**src/hdl/uart_dbg_pkg.sv**
```systemverilog
//////////////////////////////////////////////////
// Shared definitions for the UART debug server
// Line timing, byte and memory sizes, protocol
// opcodes, FSM states and the memory request
//////////////////////////////////////////////////

`default_nettype none

package uart_dbg_pkg;

  // Serial line and memory geometry
  localparam int CLKS_PER_BIT = 16;
  localparam int BYTE_W       = 8;
  localparam int MEM_AW       = 8;
  localparam int MEM_DEPTH    = 256;
  localparam int HDR_BYTES    = 8;

  // Derived counter widths
  localparam int CYC_W        = $clog2(CLKS_PER_BIT);
  localparam int FRAME_IDX_W  = $clog2(BYTE_W + 2);
  localparam int HDR_CNT_W    = $clog2(HDR_BYTES);
  localparam int LEN_W        = MEM_AW + 1;

  // Protocol bytes
  typedef enum logic [7:0] {
    OP_EOT   = 8'h04,
    OP_ACK   = 8'h06,
    OP_READ  = 8'h11,
    OP_WRITE = 8'h12
  } dbg_op_e;

  typedef enum logic [2:0] {
    ST_IDLE,
    ST_ADDR,
    ST_LEN,
    ST_SEND_ACK,
    ST_READ_DATA,
    ST_WRITE_DATA,
    ST_SEND_EOT
  } dbg_state_e;

  // One byte access to the debug memory
  typedef struct packed {
    logic              we;
    logic [MEM_AW-1:0] addr;
    logic [BYTE_W-1:0] wdata;
  } mem_req_t;

endpackage

`default_nettype wire
```
**src/hdl/uart_dbg_top.sv**
```systemverilog
//////////////////////////////////////////////////
// UART debug server top level
// Receiver, protocol FSM, memory, transmitter
//////////////////////////////////////////////////

`timescale 1ns/1ns
`default_nettype none

module uart_dbg_top
  import uart_dbg_pkg::*;
(
  input  logic clk,
  input  logic arst_n_i,
  input  logic uart_rx_i,
  output logic uart_tx_o
);

  logic              rx_valid;
  logic [BYTE_W-1:0] rx_byte;
  logic              mem_valid;
  mem_req_t          mem_req;
  logic [BYTE_W-1:0] mem_rdata;
  logic              tx_start;
  logic [BYTE_W-1:0] tx_byte;
  logic              tx_busy;

  uart_rx u_rx (
    .clk         (clk),
    .arst_n_i    (arst_n_i),
    .rx_i        (uart_rx_i),
    .byte_valid_o(rx_valid),
    .byte_o      (rx_byte)
  );

  dbg_cmd_fsm u_fsm (
    .clk        (clk),
    .arst_n_i   (arst_n_i),
    .rx_valid_i (rx_valid),
    .rx_byte_i  (rx_byte),
    .mem_valid_o(mem_valid),
    .mem_req_o  (mem_req),
    .mem_rdata_i(mem_rdata),
    .tx_start_o (tx_start),
    .tx_byte_o  (tx_byte),
    .tx_busy_i  (tx_busy)
  );

  dbg_mem u_mem (
    .clk        (clk),
    .arst_n_i   (arst_n_i),
    .req_valid_i(mem_valid),
    .req_i      (mem_req),
    .rdata_o    (mem_rdata)
  );

  uart_tx u_tx (
    .clk     (clk),
    .arst_n_i(arst_n_i),
    .start_i (tx_start),
    .byte_i  (tx_byte),
    .busy_o  (tx_busy),
    .tx_o    (uart_tx_o)
  );

endmodule

`default_nettype wire

```
**src/hdl/dbg_mem.sv**
```systemverilog
//////////////////////////////////////////////////
// Debug memory
// 256 bytes, one write port, registered read
//////////////////////////////////////////////////

`timescale 1ns/1ns
`default_nettype none

module dbg_mem
  import uart_dbg_pkg::*;
(
  input  logic              clk,
  input  logic              arst_n_i,
  input  logic              req_valid_i,
  input  mem_req_t          req_i,
  output logic [BYTE_W-1:0] rdata_o
);

  logic [BYTE_W-1:0] mem_q [MEM_DEPTH];

  // Contents start out as zeros
  always_ff @(posedge clk or negedge arst_n_i) begin
    if (!arst_n_i) begin
      for (int i = 0; i < MEM_DEPTH; i++) begin
        mem_q[i] <= '0;
      end
    end else if (req_valid_i && req_i.we) begin
      mem_q[req_i.addr] <= req_i.wdata;
    end
  end

  always_ff @(posedge clk) begin
    if (req_valid_i && !req_i.we) begin
      rdata_o <= mem_q[req_i.addr];
    end
  end

endmodule

`default_nettype wire

```
**src/hdl/dbg_cmd_fsm.sv**
```systemverilog
//////////////////////////////////////////////////
// Debug protocol FSM
// Parses ACK, READ and WRITE, collects the
// address and length header and sequences the
// ACK, data and EOT replies
//////////////////////////////////////////////////

`timescale 1ns/1ns
`default_nettype none

module dbg_cmd_fsm
  import uart_dbg_pkg::*;
(
  input  logic              clk,
  input  logic              arst_n_i,
  input  logic              rx_valid_i,
  input  logic [BYTE_W-1:0] rx_byte_i,
  output logic              mem_valid_o,
  output mem_req_t          mem_req_o,
  input  logic [BYTE_W-1:0] mem_rdata_i,
  output logic              tx_start_o,
  output logic [BYTE_W-1:0] tx_byte_o,
  input  logic              tx_busy_i
);

  dbg_state_e           state_q;
  dbg_op_e              cmd_q;
  logic [HDR_CNT_W-1:0] hdr_cnt_q;
  logic [MEM_AW-1:0]    addr_q;
  logic [LEN_W-1:0]     len_q;
  logic                 rd_wait_q;
  logic                 tx_start_q;
  logic [BYTE_W-1:0]    tx_byte_q;
  logic                 tx_ready;
  logic                 hdr_last;
  logic                 rd_issue;

  // Transmitter free and no start pulse still in flight
  assign tx_ready = !tx_busy_i && !tx_start_q;
  assign hdr_last = (hdr_cnt_q == HDR_CNT_W'(HDR_BYTES - 1));
  assign rd_issue = (state_q == ST_READ_DATA) && !rd_wait_q && tx_ready;

  assign mem_valid_o     = rd_issue || ((state_q == ST_WRITE_DATA) && rx_valid_i);
  assign mem_req_o.we    = (state_q == ST_WRITE_DATA);
  assign mem_req_o.addr  = addr_q;
  assign mem_req_o.wdata = rx_byte_i;

  assign tx_start_o = tx_start_q;
  assign tx_byte_o  = tx_byte_q;

  //////////////////////////////////////////////////
  // Protocol sequencing
  //////////////////////////////////////////////////

  always_ff @(posedge clk or negedge arst_n_i) begin
    if (!arst_n_i) begin
      state_q    <= ST_IDLE;
      cmd_q      <= OP_ACK;
      hdr_cnt_q  <= '0;
      addr_q     <= '0;
      len_q      <= '0;
      rd_wait_q  <= 1'b0;
      tx_start_q <= 1'b0;
      tx_byte_q  <= '0;
    end else begin
      tx_start_q <= 1'b0;
      case (state_q)
        ST_IDLE: begin
          if (rx_valid_i) begin
            hdr_cnt_q <= '0;
            case (rx_byte_i)
              OP_ACK: begin
                cmd_q   <= OP_ACK;
                state_q <= ST_SEND_ACK;
              end
              OP_READ, OP_WRITE: begin
                cmd_q   <= dbg_op_e'(rx_byte_i);
                state_q <= ST_ADDR;
              end
              default: state_q <= ST_IDLE;
            endcase
          end
        end
        ST_ADDR: begin
          if (rx_valid_i) begin
            // Only the low byte addresses the 256-byte memory
            if (hdr_cnt_q == '0) begin
              addr_q <= rx_byte_i;
            end
            hdr_cnt_q <= hdr_cnt_q + 1'b1;
            if (hdr_last) begin
              state_q <= ST_LEN;
            end
          end
        end
        ST_LEN: begin
          if (rx_valid_i) begin
            hdr_cnt_q <= hdr_cnt_q + 1'b1;
            if (hdr_cnt_q == '0) begin
              len_q <= {1'b0, rx_byte_i};
            end else if (hdr_cnt_q == HDR_CNT_W'(1)) begin
              // Anything above 256 saturates
              if (|rx_byte_i[BYTE_W-1:1] || (rx_byte_i[0] && |len_q[BYTE_W-1:0])) begin
                len_q <= LEN_W'(MEM_DEPTH);
              end else begin
                len_q[BYTE_W] <= rx_byte_i[0];
              end
            end else if (|rx_byte_i) begin
              len_q <= LEN_W'(MEM_DEPTH);
            end
            if (hdr_last) begin
              state_q <= ST_SEND_ACK;
            end
          end
        end
        ST_SEND_ACK: begin
          if (tx_ready) begin
            tx_start_q <= 1'b1;
            tx_byte_q  <= OP_ACK;
            rd_wait_q  <= 1'b0;
            if (cmd_q == OP_ACK) begin
              state_q <= ST_IDLE;
            end else if (len_q == '0) begin
              state_q <= ST_SEND_EOT;
            end else if (cmd_q == OP_READ) begin
              state_q <= ST_READ_DATA;
            end else begin
              state_q <= ST_WRITE_DATA;
            end
          end
        end
        ST_READ_DATA: begin
          // Fetch, then send once the memory data is valid
          if (rd_wait_q) begin
            rd_wait_q  <= 1'b0;
            tx_start_q <= 1'b1;
            tx_byte_q  <= mem_rdata_i;
            addr_q     <= addr_q + 1'b1;
            len_q      <= len_q - 1'b1;
            if (len_q == LEN_W'(1)) begin
              state_q <= ST_SEND_EOT;
            end
          end else if (rd_issue) begin
            rd_wait_q <= 1'b1;
          end
        end
        ST_WRITE_DATA: begin
          if (rx_valid_i) begin
            addr_q <= addr_q + 1'b1;
            len_q  <= len_q - 1'b1;
            if (len_q == LEN_W'(1)) begin
              state_q <= ST_SEND_EOT;
            end
          end
        end
        ST_SEND_EOT: begin
          if (tx_ready) begin
            tx_start_q <= 1'b1;
            tx_byte_q  <= OP_EOT;
            state_q    <= ST_IDLE;
          end
        end
        default: state_q <= ST_IDLE;
      endcase
    end
  end

endmodule

`default_nettype wire

```
**src/hdl/uart_tx.sv**
```systemverilog
//////////////////////////////////////////////////
// UART transmitter
// One 8N1 frame per start pulse, busy for the
// full ten bit times
//////////////////////////////////////////////////

`timescale 1ns/1ns
`default_nettype none

module uart_tx
  import uart_dbg_pkg::*;
(
  input  logic              clk,
  input  logic              arst_n_i,
  input  logic              start_i,
  input  logic [BYTE_W-1:0] byte_i,
  output logic              busy_o,
  output logic              tx_o
);

  logic [BYTE_W+1:0]      frame_q;
  logic                   busy_q;
  logic [CYC_W-1:0]       cyc_q;
  logic [FRAME_IDX_W-1:0] bit_q;

  // Frame register idles at all ones so the line rests high
  always_ff @(posedge clk or negedge arst_n_i) begin
    if (!arst_n_i) begin
      frame_q <= '1;
      busy_q  <= 1'b0;
      cyc_q   <= '0;
      bit_q   <= '0;
    end else if (!busy_q) begin
      if (start_i) begin
        frame_q <= {1'b1, byte_i, 1'b0};
        busy_q  <= 1'b1;
        cyc_q   <= '0;
        bit_q   <= '0;
      end
    end else if (cyc_q == CYC_W'(CLKS_PER_BIT - 1)) begin
      cyc_q   <= '0;
      frame_q <= {1'b1, frame_q[BYTE_W+1:1]};
      if (bit_q == FRAME_IDX_W'(BYTE_W + 1)) begin
        busy_q <= 1'b0;
      end else begin
        bit_q <= bit_q + 1'b1;
      end
    end else begin
      cyc_q <= cyc_q + 1'b1;
    end
  end

  assign busy_o = busy_q;
  assign tx_o   = frame_q[0];

endmodule

`default_nettype wire

```
**src/hdl/uart_rx.sv**
```systemverilog
//////////////////////////////////////////////////
// UART receiver
// 8N1 frames, mid-bit sampling, one strobe per
// frame with a valid stop bit
//////////////////////////////////////////////////

`timescale 1ns/1ns
`default_nettype none

module uart_rx
  import uart_dbg_pkg::*;
(
  input  logic              clk,
  input  logic              arst_n_i,
  input  logic              rx_i,
  output logic              byte_valid_o,
  output logic [BYTE_W-1:0] byte_o
);

  logic [2:0]             sync_q;
  logic                   line;
  logic                   start_edge;
  logic                   busy_q;
  logic [CYC_W-1:0]       cyc_q;
  logic [FRAME_IDX_W-1:0] bit_q;
  logic                   sample;
  logic                   valid_q;
  logic [BYTE_W-1:0]      shift_q;

  // Two sync stages plus one history stage for the edge
  assign line       = sync_q[1];
  assign start_edge = !busy_q && sync_q[2] && !sync_q[1];

  // Start bit is checked half a bit in, the rest one full bit apart
  assign sample = busy_q && (cyc_q == ((bit_q == '0) ? CYC_W'(CLKS_PER_BIT / 2 - 1)
                                                     : CYC_W'(CLKS_PER_BIT - 1)));

  always_ff @(posedge clk or negedge arst_n_i) begin
    if (!arst_n_i) begin
      sync_q  <= '1;
      busy_q  <= 1'b0;
      cyc_q   <= '0;
      bit_q   <= '0;
      valid_q <= 1'b0;
    end else begin
      sync_q  <= {sync_q[1:0], rx_i};
      valid_q <= 1'b0;
      if (!busy_q) begin
        if (start_edge) begin
          busy_q <= 1'b1;
          cyc_q  <= '0;
          bit_q  <= '0;
        end
      end else if (sample) begin
        cyc_q <= '0;
        bit_q <= bit_q + 1'b1;
        if (bit_q == '0 && line) begin
          // Glitch, not a real start bit
          busy_q <= 1'b0;
        end else if (bit_q == FRAME_IDX_W'(BYTE_W + 1)) begin
          busy_q  <= 1'b0;
          valid_q <= line;
        end
      end else begin
        cyc_q <= cyc_q + 1'b1;
      end
    end
  end

  // Data bits arrive LSB first
  always_ff @(posedge clk) begin
    if (sample && bit_q != '0 && bit_q <= FRAME_IDX_W'(BYTE_W)) begin
      shift_q <= {line, shift_q[BYTE_W-1:1]};
    end
  end

  assign byte_valid_o = valid_q;
  assign byte_o       = shift_q;

endmodule

`default_nettype wire

```
**config.mk**
```make
export PLATFORM = sky130hd
export DESIGN_NAME = uart_dbg_top
export DESIGN_NICKNAME = d
export VERILOG_FILES = /design/src/hdl/uart_dbg_pkg.sv /design/src/hdl/uart_dbg_top.sv /design/src/hdl/dbg_mem.sv /design/src/hdl/dbg_cmd_fsm.sv /design/src/hdl/uart_tx.sv /design/src/hdl/uart_rx.sv
export SDC_FILE = /design/constraint.sdc
export NUM_CORES = 2
export LEC_CHECK = 0
export BUFFER_PORTS_ARGS = -buffer_cell sky130_fd_sc_hd__buf_4
export CAP_MARGIN = 10
export CELL_PAD_IN_SITES_DETAIL_PLACEMENT = 0
export CELL_PAD_IN_SITES_GLOBAL_PLACEMENT = 1
export CORE_MARGIN = 5
export CORE_UTILIZATION = 50
export CTS_CLUSTER_SIZE = 8
export DETAILED_ROUTE_END_ITERATION = 10
export PLACE_DENSITY_LB_ADDON = 0.1
export RECOVER_POWER = 50
export SYNTH_ARGS = -nofsm -noshare
export SYNTH_HDL_FRONTEND = slang
export SYNTH_HIERARCHICAL = 1
export SYNTH_SLANG_ARGS = --single-unit
```
**constraint.sdc**
```tcl
create_clock -name clk -period 2.9 [get_ports clk]
set_input_delay 0.58 -clock clk [delete_from_list [all_inputs] [get_ports clk]]
set_output_delay 0.58 -clock clk [all_outputs]
set_load 0.05 [all_outputs]
```
---- After elaboration in Yosys (flattened, before gate mapping) ----
Index checks and enable logic that the tools add are counted.
Widths: inputs -> output; s select.
operators by class
  add/subtract/negate cells ............... 7
  reduce and logical (&&, ||, !) cells .... 52
  $lt $le $gt $ge ......................... 3
  equality and inequality tests ........... 34
  bitwise gates (word level) .............. 1
  mux-type cells .......................... 78
operator list
  kind                 number
  $bwmux 2048          1
  $mux 8               11
  $bmux 8 s8           1
  $demux 8 s8          1
  $mux 9               6
  $mux 4               12
  $pmux 8 s3           2
  $mux 3               14
  $mux 10              3
  $pmux 9 s3           1
  $eq 8x5->1 const B   3
  $pmux 3 s7           1
  $mux 1               20
  $add 4x1->4 const B  4
  $eq 8x3->1 const B   2
  $pmux 8 s2           1
  $reduce_or 8->1      2
  $logic_and 1x1->1    14
  $ne 2x1->1 const B   7
  $ne 2x2->1 const B   7
  $eq 3x3->1 const B   4
  $eq 4x4->1 const B   3
  $reduce_and 5->1     2
  $reduce_bool 2->1    5
  other kinds (30)     48
storage, ports and cells
  bits of input ports ..................... 3
  bits in registers ....................... 2137
  output and inout port bits .............. 1
  word-level logic and storage cells ...... 451

---- Depth between registers and ports, before layout ----
  depth after elaboration ................. 8
  gate-level depth with buffers ........... 13
  mapped depth without buffers ............ 8

---- Cells and area by module ----
The synthesis kept the hierarchy.
modules (own cells, without submodules)
  module       cells each  times used  sequential area each (um^2)  area each (um^2)
  dbg_mem      5828        1           51489.4                      92920.4
  dbg_cmd_fsm  282         1           1028.5                       2592.5
  uart_tx      93          1           461.7                        989.7
  uart_rx      70          1           569.3                        938.4

---- Worst setup path after synthesis ----
Ideal clock, no wire load.
  kind .................................... flip-flop to flip-flop
  start ................................... register u_fsm.state_q[2]
  end ..................................... register u_mem/mem_q[1784] in the netlist's numbering
  path buffers ............................ 5
  data arrival time ....................... 2.851 ns
  period minus slack after synthesis ...... 2.979 ns
  cell stages (with the launch flop) ...... 13
  required time ........................... 2.772 ns
  slack ................................... -0.079 ns
  library setup time ...................... 0.128 ns
  cell sequence ........................... dfrtp_1 > clkbuf_8 > nor2b_1 > clkbuf_1 > clkbuf_1 > and2_1 > nand2_1 > or3_1 > clkbuf_1 > nor3_2 > buf_4 > nand2_2 > mux2_1
RTL lines
  what                            line               source
  start: declaration              dbg_cmd_fsm.sv:26  dbg_state_e state_q;
  start signal: assignment        dbg_cmd_fsm.sv:57  state_q <= ST_IDLE;
  start signal: assignment        dbg_cmd_fsm.sv:74  state_q <= ST_SEND_ACK;
  start signal: assignment        dbg_cmd_fsm.sv:78  state_q <= ST_ADDR;
  end signal: indexed assignment  dbg_mem.sv:28      mem_q[req_i.addr] <= req_i.wdata;
  end: declaration                dbg_mem.sv:19      logic [BYTE_W-1:0] mem_q [MEM_DEPTH];

---- Final worst setup path ----
  start ................................... register u_fsm.addr_q[0]
  end ..................................... register u_mem.rdata_o[4] (data pin)
on the way
  cells in the longest elaborated chain, start to end .. 4
RTL lines
  what                                       line                source
  start: declaration                         dbg_cmd_fsm.sv:29   logic [MEM_AW-1:0] addr_q;
  start signal: assignment                   dbg_cmd_fsm.sv:88   addr_q <= rx_byte_i;
  start signal: assignment                   dbg_cmd_fsm.sv:138  addr_q <= addr_q + 1'b1;
  start signal: assignment                   dbg_cmd_fsm.sv:149  addr_q <= addr_q + 1'b1;
  $not 8->9 (implied by the code)            dbg_mem.sv:34       rdata_o <= mem_q[req_i.addr];
  $bmux 8 s8                                 dbg_mem.sv:34
  $mux 8 (implied by the code) (2 in a row)  dbg_mem.sv:34
  end signal: assignment                     dbg_mem.sv:34
  end: declaration                           dbg_mem.sv:16       output logic [BYTE_W-1:0] rdata_o
Every way passes these cells. The select of a mux whose other input is x is not followed.
A chain may end at the register's enable or synchronous reset.

==> summary.md <==
| Metric | Value |
|---|---|
| Max VDD drop | `~0.58 mV` |
| Post-route minimum period | `a little over 3 ns` |
| Dominant cells by area after synthesis | `dfrtp_1, mux2_2, mux4_2, a22oi_1, clkbuf_1` |
| CP top delay family | `buffers and inverters` |
| Core area | `0.194 sq mm` |
| Post-route ant nets | `0` |
| First-pass GRT wire length | `416000 um` |
| Most area-hungry cell type in the Yosys netlist | `dfrtp_1` |
| Drt wl/cell | `between 20 and 30 um` |
| Reg2reg start | `u_fsm/addr_q[0]` |
| Hold Slack | `0.347 ns` |
| Max-Cap Viols | `2` |
| CTS Buf Count | `approximately 320` |
| Clock root cell | `clkbuf_16` |
| Syn_area_per_cell | `15.5 sq um` |
| Hold Path End | `u_rx/sync_q[0]` |
| I/O pins | `4` |
| Synth Warn # | `6` |
| Worst clock skew | `0.0581 ns` |
| Period utilization | `107%` |
| Share of layout cells above drive strength 1 | `between 50% and 60%` |
| Drt pass-1 iters | `5` |
| Worst-Margin Slew | `between 1.5 and 2 ns` |
| Met2 WL | `129000 um` |
| Wire length on met1 | `between 100000 and 150000 um` |
| Grt ovf | `0` |
| DR iter-0 viols | `3615` |
| Final Hold Vio Count | `0` |
| Yosys cell types | `83` |
| Mux cell area share after synthesis | `35.8%` |
| Register-to-register setup slack | `-0.20 ns` |
| Setup crit start kind | `register` |
| Reg clk slew, reported paths | `0.05 ns` |
| Synth Area in Compound Gates | `3.69%` |
| CP arrival | `3.77 ns` |
| Syn Nets | `6290` |
| Metal3 WL | `12800 um` |
| Reg-to-Reg End | `u_mem/rdata_o[4]` |
| Setup CP Type | `reg -> reg` |
| Max layer used | `met5` |
| Clk_lat worst skew | `0.93 ns` |
| Synth Cell Area | `0.0974 sq mm` |
| Die Area | `a little over 0.2 sq mm` |
| Area growth syn-to-layout | `19.6%` |
| RSZ-0062 raised after global routing | `true` |
| Worst path max stage delay | `0.53 ns` |
| Largest family of logic cells by synthesized area | `multiplexers` |
| Largest net degree at the start of global routing | `177` |
| H-tree depth | `5` |
| Number of global-route vias before repair | `62700` |
| Antenna violations before repair | `4` |
| Crit path cell chain | `buf_6 > buf_16 > buf_16 > buf_12 > buf_12 > mux4_2 > a22oi_1 > a21oi_1 > o41ai_4 > buf_4 > nand4_1` |
| Ranking of synthesized cells by instance count | `dfrtp_1, mux2_2, mux4_2, clkbuf_1, a22oi_1` |
| Design Area, Final | `0.117 sq mm` |
| Ys async rst share | `99.3%` |
| Area share of fa/ha/maj cells after synthesis | `0.180%` |
| Starting Density | `roughly half` |
| Simple-gate share of the synthesized area | `3.01%` |
| Status | `finished with violations` |
| Gp weighted congestion | `a little over 0.8` |
| Setup TNS | `-2.13 ns` |
| DRC violations left | `0` |
| Nets | `6873` |
| Detailed Place HPWL | `around 170000 um` |
| Die height | `451 um` |
| Reg2reg path depth | `11` |
| Hold Startpoint | `uart_rx_i` |
| Final worst slack | `-0.200 ns` |
| Area post-placement | `0.106 sq mm` |
| Clock sinks | `2136` |
| Count leader, synth | `dfrtp_1` |
| GRT Total Usage | `26.9%` |
| Pwr dens | `546 mW/mm^2` |
| Wirelength, routed | `272000 um` |
| Max-slew violations | `246` |
| EDFF count, synth | `16` |
| Crit. End Element | `register` |
| WP data required | `3.57 ns` |
| Gate Count Post-Synth | `6273` |
| Synthesis-stage register bit count | `between 2000 and 2500` |
| Ys flop type | `dfrtp_1` |
| Crit Path Max Fanout | `7` |
| Final setup viols | `64` |
| Core Rows | `162` |
| CTS tree | `done` |
| Hold path depth | `2` |
| Leakage | `54.5 nW` |
| Slowest cell on the critical path | `dfrtp_4` |
| CP bufs+invs | `6` |
| Violated checks | `capacitance limit, slew limit, setup timing` |
| Max transition margin | `-10.7%` |
| Sequential area share after synthesis | `55.0%` |
| FMAX | `0.323 GHz` |
| Die Width | `451 um` |
| Synth Area in XOR/XNOR | `0.0360%` |
| Synth top area share | `between 50% and 60%` |
| DR vias | `58200` |
| IO Port Bufs | `3` |
| Clk buf depth | `4` |
| Via/cell ratio | `6.16` |
| Worst min path class | `in -> reg` |
cell families after synthesis:
group                    Yosys count
adder cells (fa/ha/maj)           14
AO/OA/AOI/OAI                    530
buffers and inverters            511
flip-flops                      2136
XOR/XNOR                           4
multiplexers                    2585
AND/OR/NAND/NOR                  493
report_power, final:
group          switching [W]  total, W  internal, W  leakage, nW
combinational        0.00117   0.00140     0.000236         20.7
clock                 0.0124    0.0321       0.0197         4.08
sequential         0.0000840    0.0300       0.0300         29.7
what timing repair did:
item	in CTS	in global routing
resized for setup	203	151
pin swaps	48	30
setup endpoints to repair	91	220
hold endpoints to repair	66	0
hold buffers	2	0
cloned	12	2
buffers inserted	54	24
registers in the layout (all words and copies together) (netlist names), 8 cells and up:
register and count:
u_mem/mem_q 2048, u_fsm/len_q 9, u_tx/frame_q 9, u_fsm/addr_q 8, u_fsm/cmd_q 8, u_fsm/tx_byte_o 8, u_mem/rdata_o 8, u_rx/byte_o 8
final cells by class:
type	count	area, sq um
antenna	3	7.51
clock buffer	359	8250
clock inverter	8	88.8
fill	14900	77900
inverter	23	86.3
multi-input combinational	3626	43100
sequential	2136	53600
tap	2542	3180
timing repair buffer	752	8300
layer usage:
layer / track usage, % / up-vias
met5: 0 / -
li1: - / 24700
met3: 4.35 / 478
met1: 38.8 / 31700
met2: 42.5 / 1295
met4: 8.20 / 4
worst max-delay path by stage:
| stage | endpoint | cells after the start | startpoint |
|---|---|---|---|
| global placement | u_mem/rdata_o[0] | 8 | u_fsm/addr_q[0] |
| finish | u_mem/rdata_o[4] | 11 | u_fsm/addr_q[0] |
| floorplan | u_mem/mem_q[1624] | 13 | u_fsm/state_q[2] |
| global route | u_mem/rdata_o[2] | 11 | u_fsm/addr_q[0] |
| detailed placement | u_mem/rdata_o[4] | 9 | u_fsm/addr_q[0] |
| CTS | u_mem/rdata_o[6] | 11 | u_fsm/addr_q[0] |
placed cells by master, fill, tap and decap left out, types with 9 or more instances in the layout:
master	synthesis	layout
a21oi_1	155	98
a21oi_2	1	49
a21oi_4	0	9
a22oi_1	258	179
a22oi_2	0	79
buf_12	0	166
buf_16	0	20
buf_4	26	433
buf_6	24	35
buf_8	0	14
clkbuf_1	345	56
clkbuf_16	0	326
clkbuf_2	1	35
clkbuf_4	0	14
dfrtp_1	2106	2104
dfstp_2	14	13
edfxtp_1	16	16
ha_1	14	14
inv_1	23	23
mux2_2	2048	2046
mux2_4	1	10
mux2i_1	16	16
mux4_2	512	512
nand2_1	93	65
nand2_2	35	32
nand2_4	0	25
nand3_1	36	36
nand4_1	12	13
nor2_1	79	78
nor2_2	109	106
nor2_4	40	44
nor3_1	10	10
o21ai_0	27	27
o41ai_2	0	14
o41ai_4	0	15
through the flow:
stage	std cells	setup WS, ns	power (W)	util [%]
floorplan	6273	0.0125	0.0310	-
global placement	8991	-1.22	0.0321	54.5
detailed placement	8991	-0.756	0.0321	54.5
CTS	9424	-0.143	0.0645	59.8
global route	9448	-0.230	0.0658	59.9
finish	9449	-0.200	0.0636	59.9
Power figures use the tool's default switching activity.
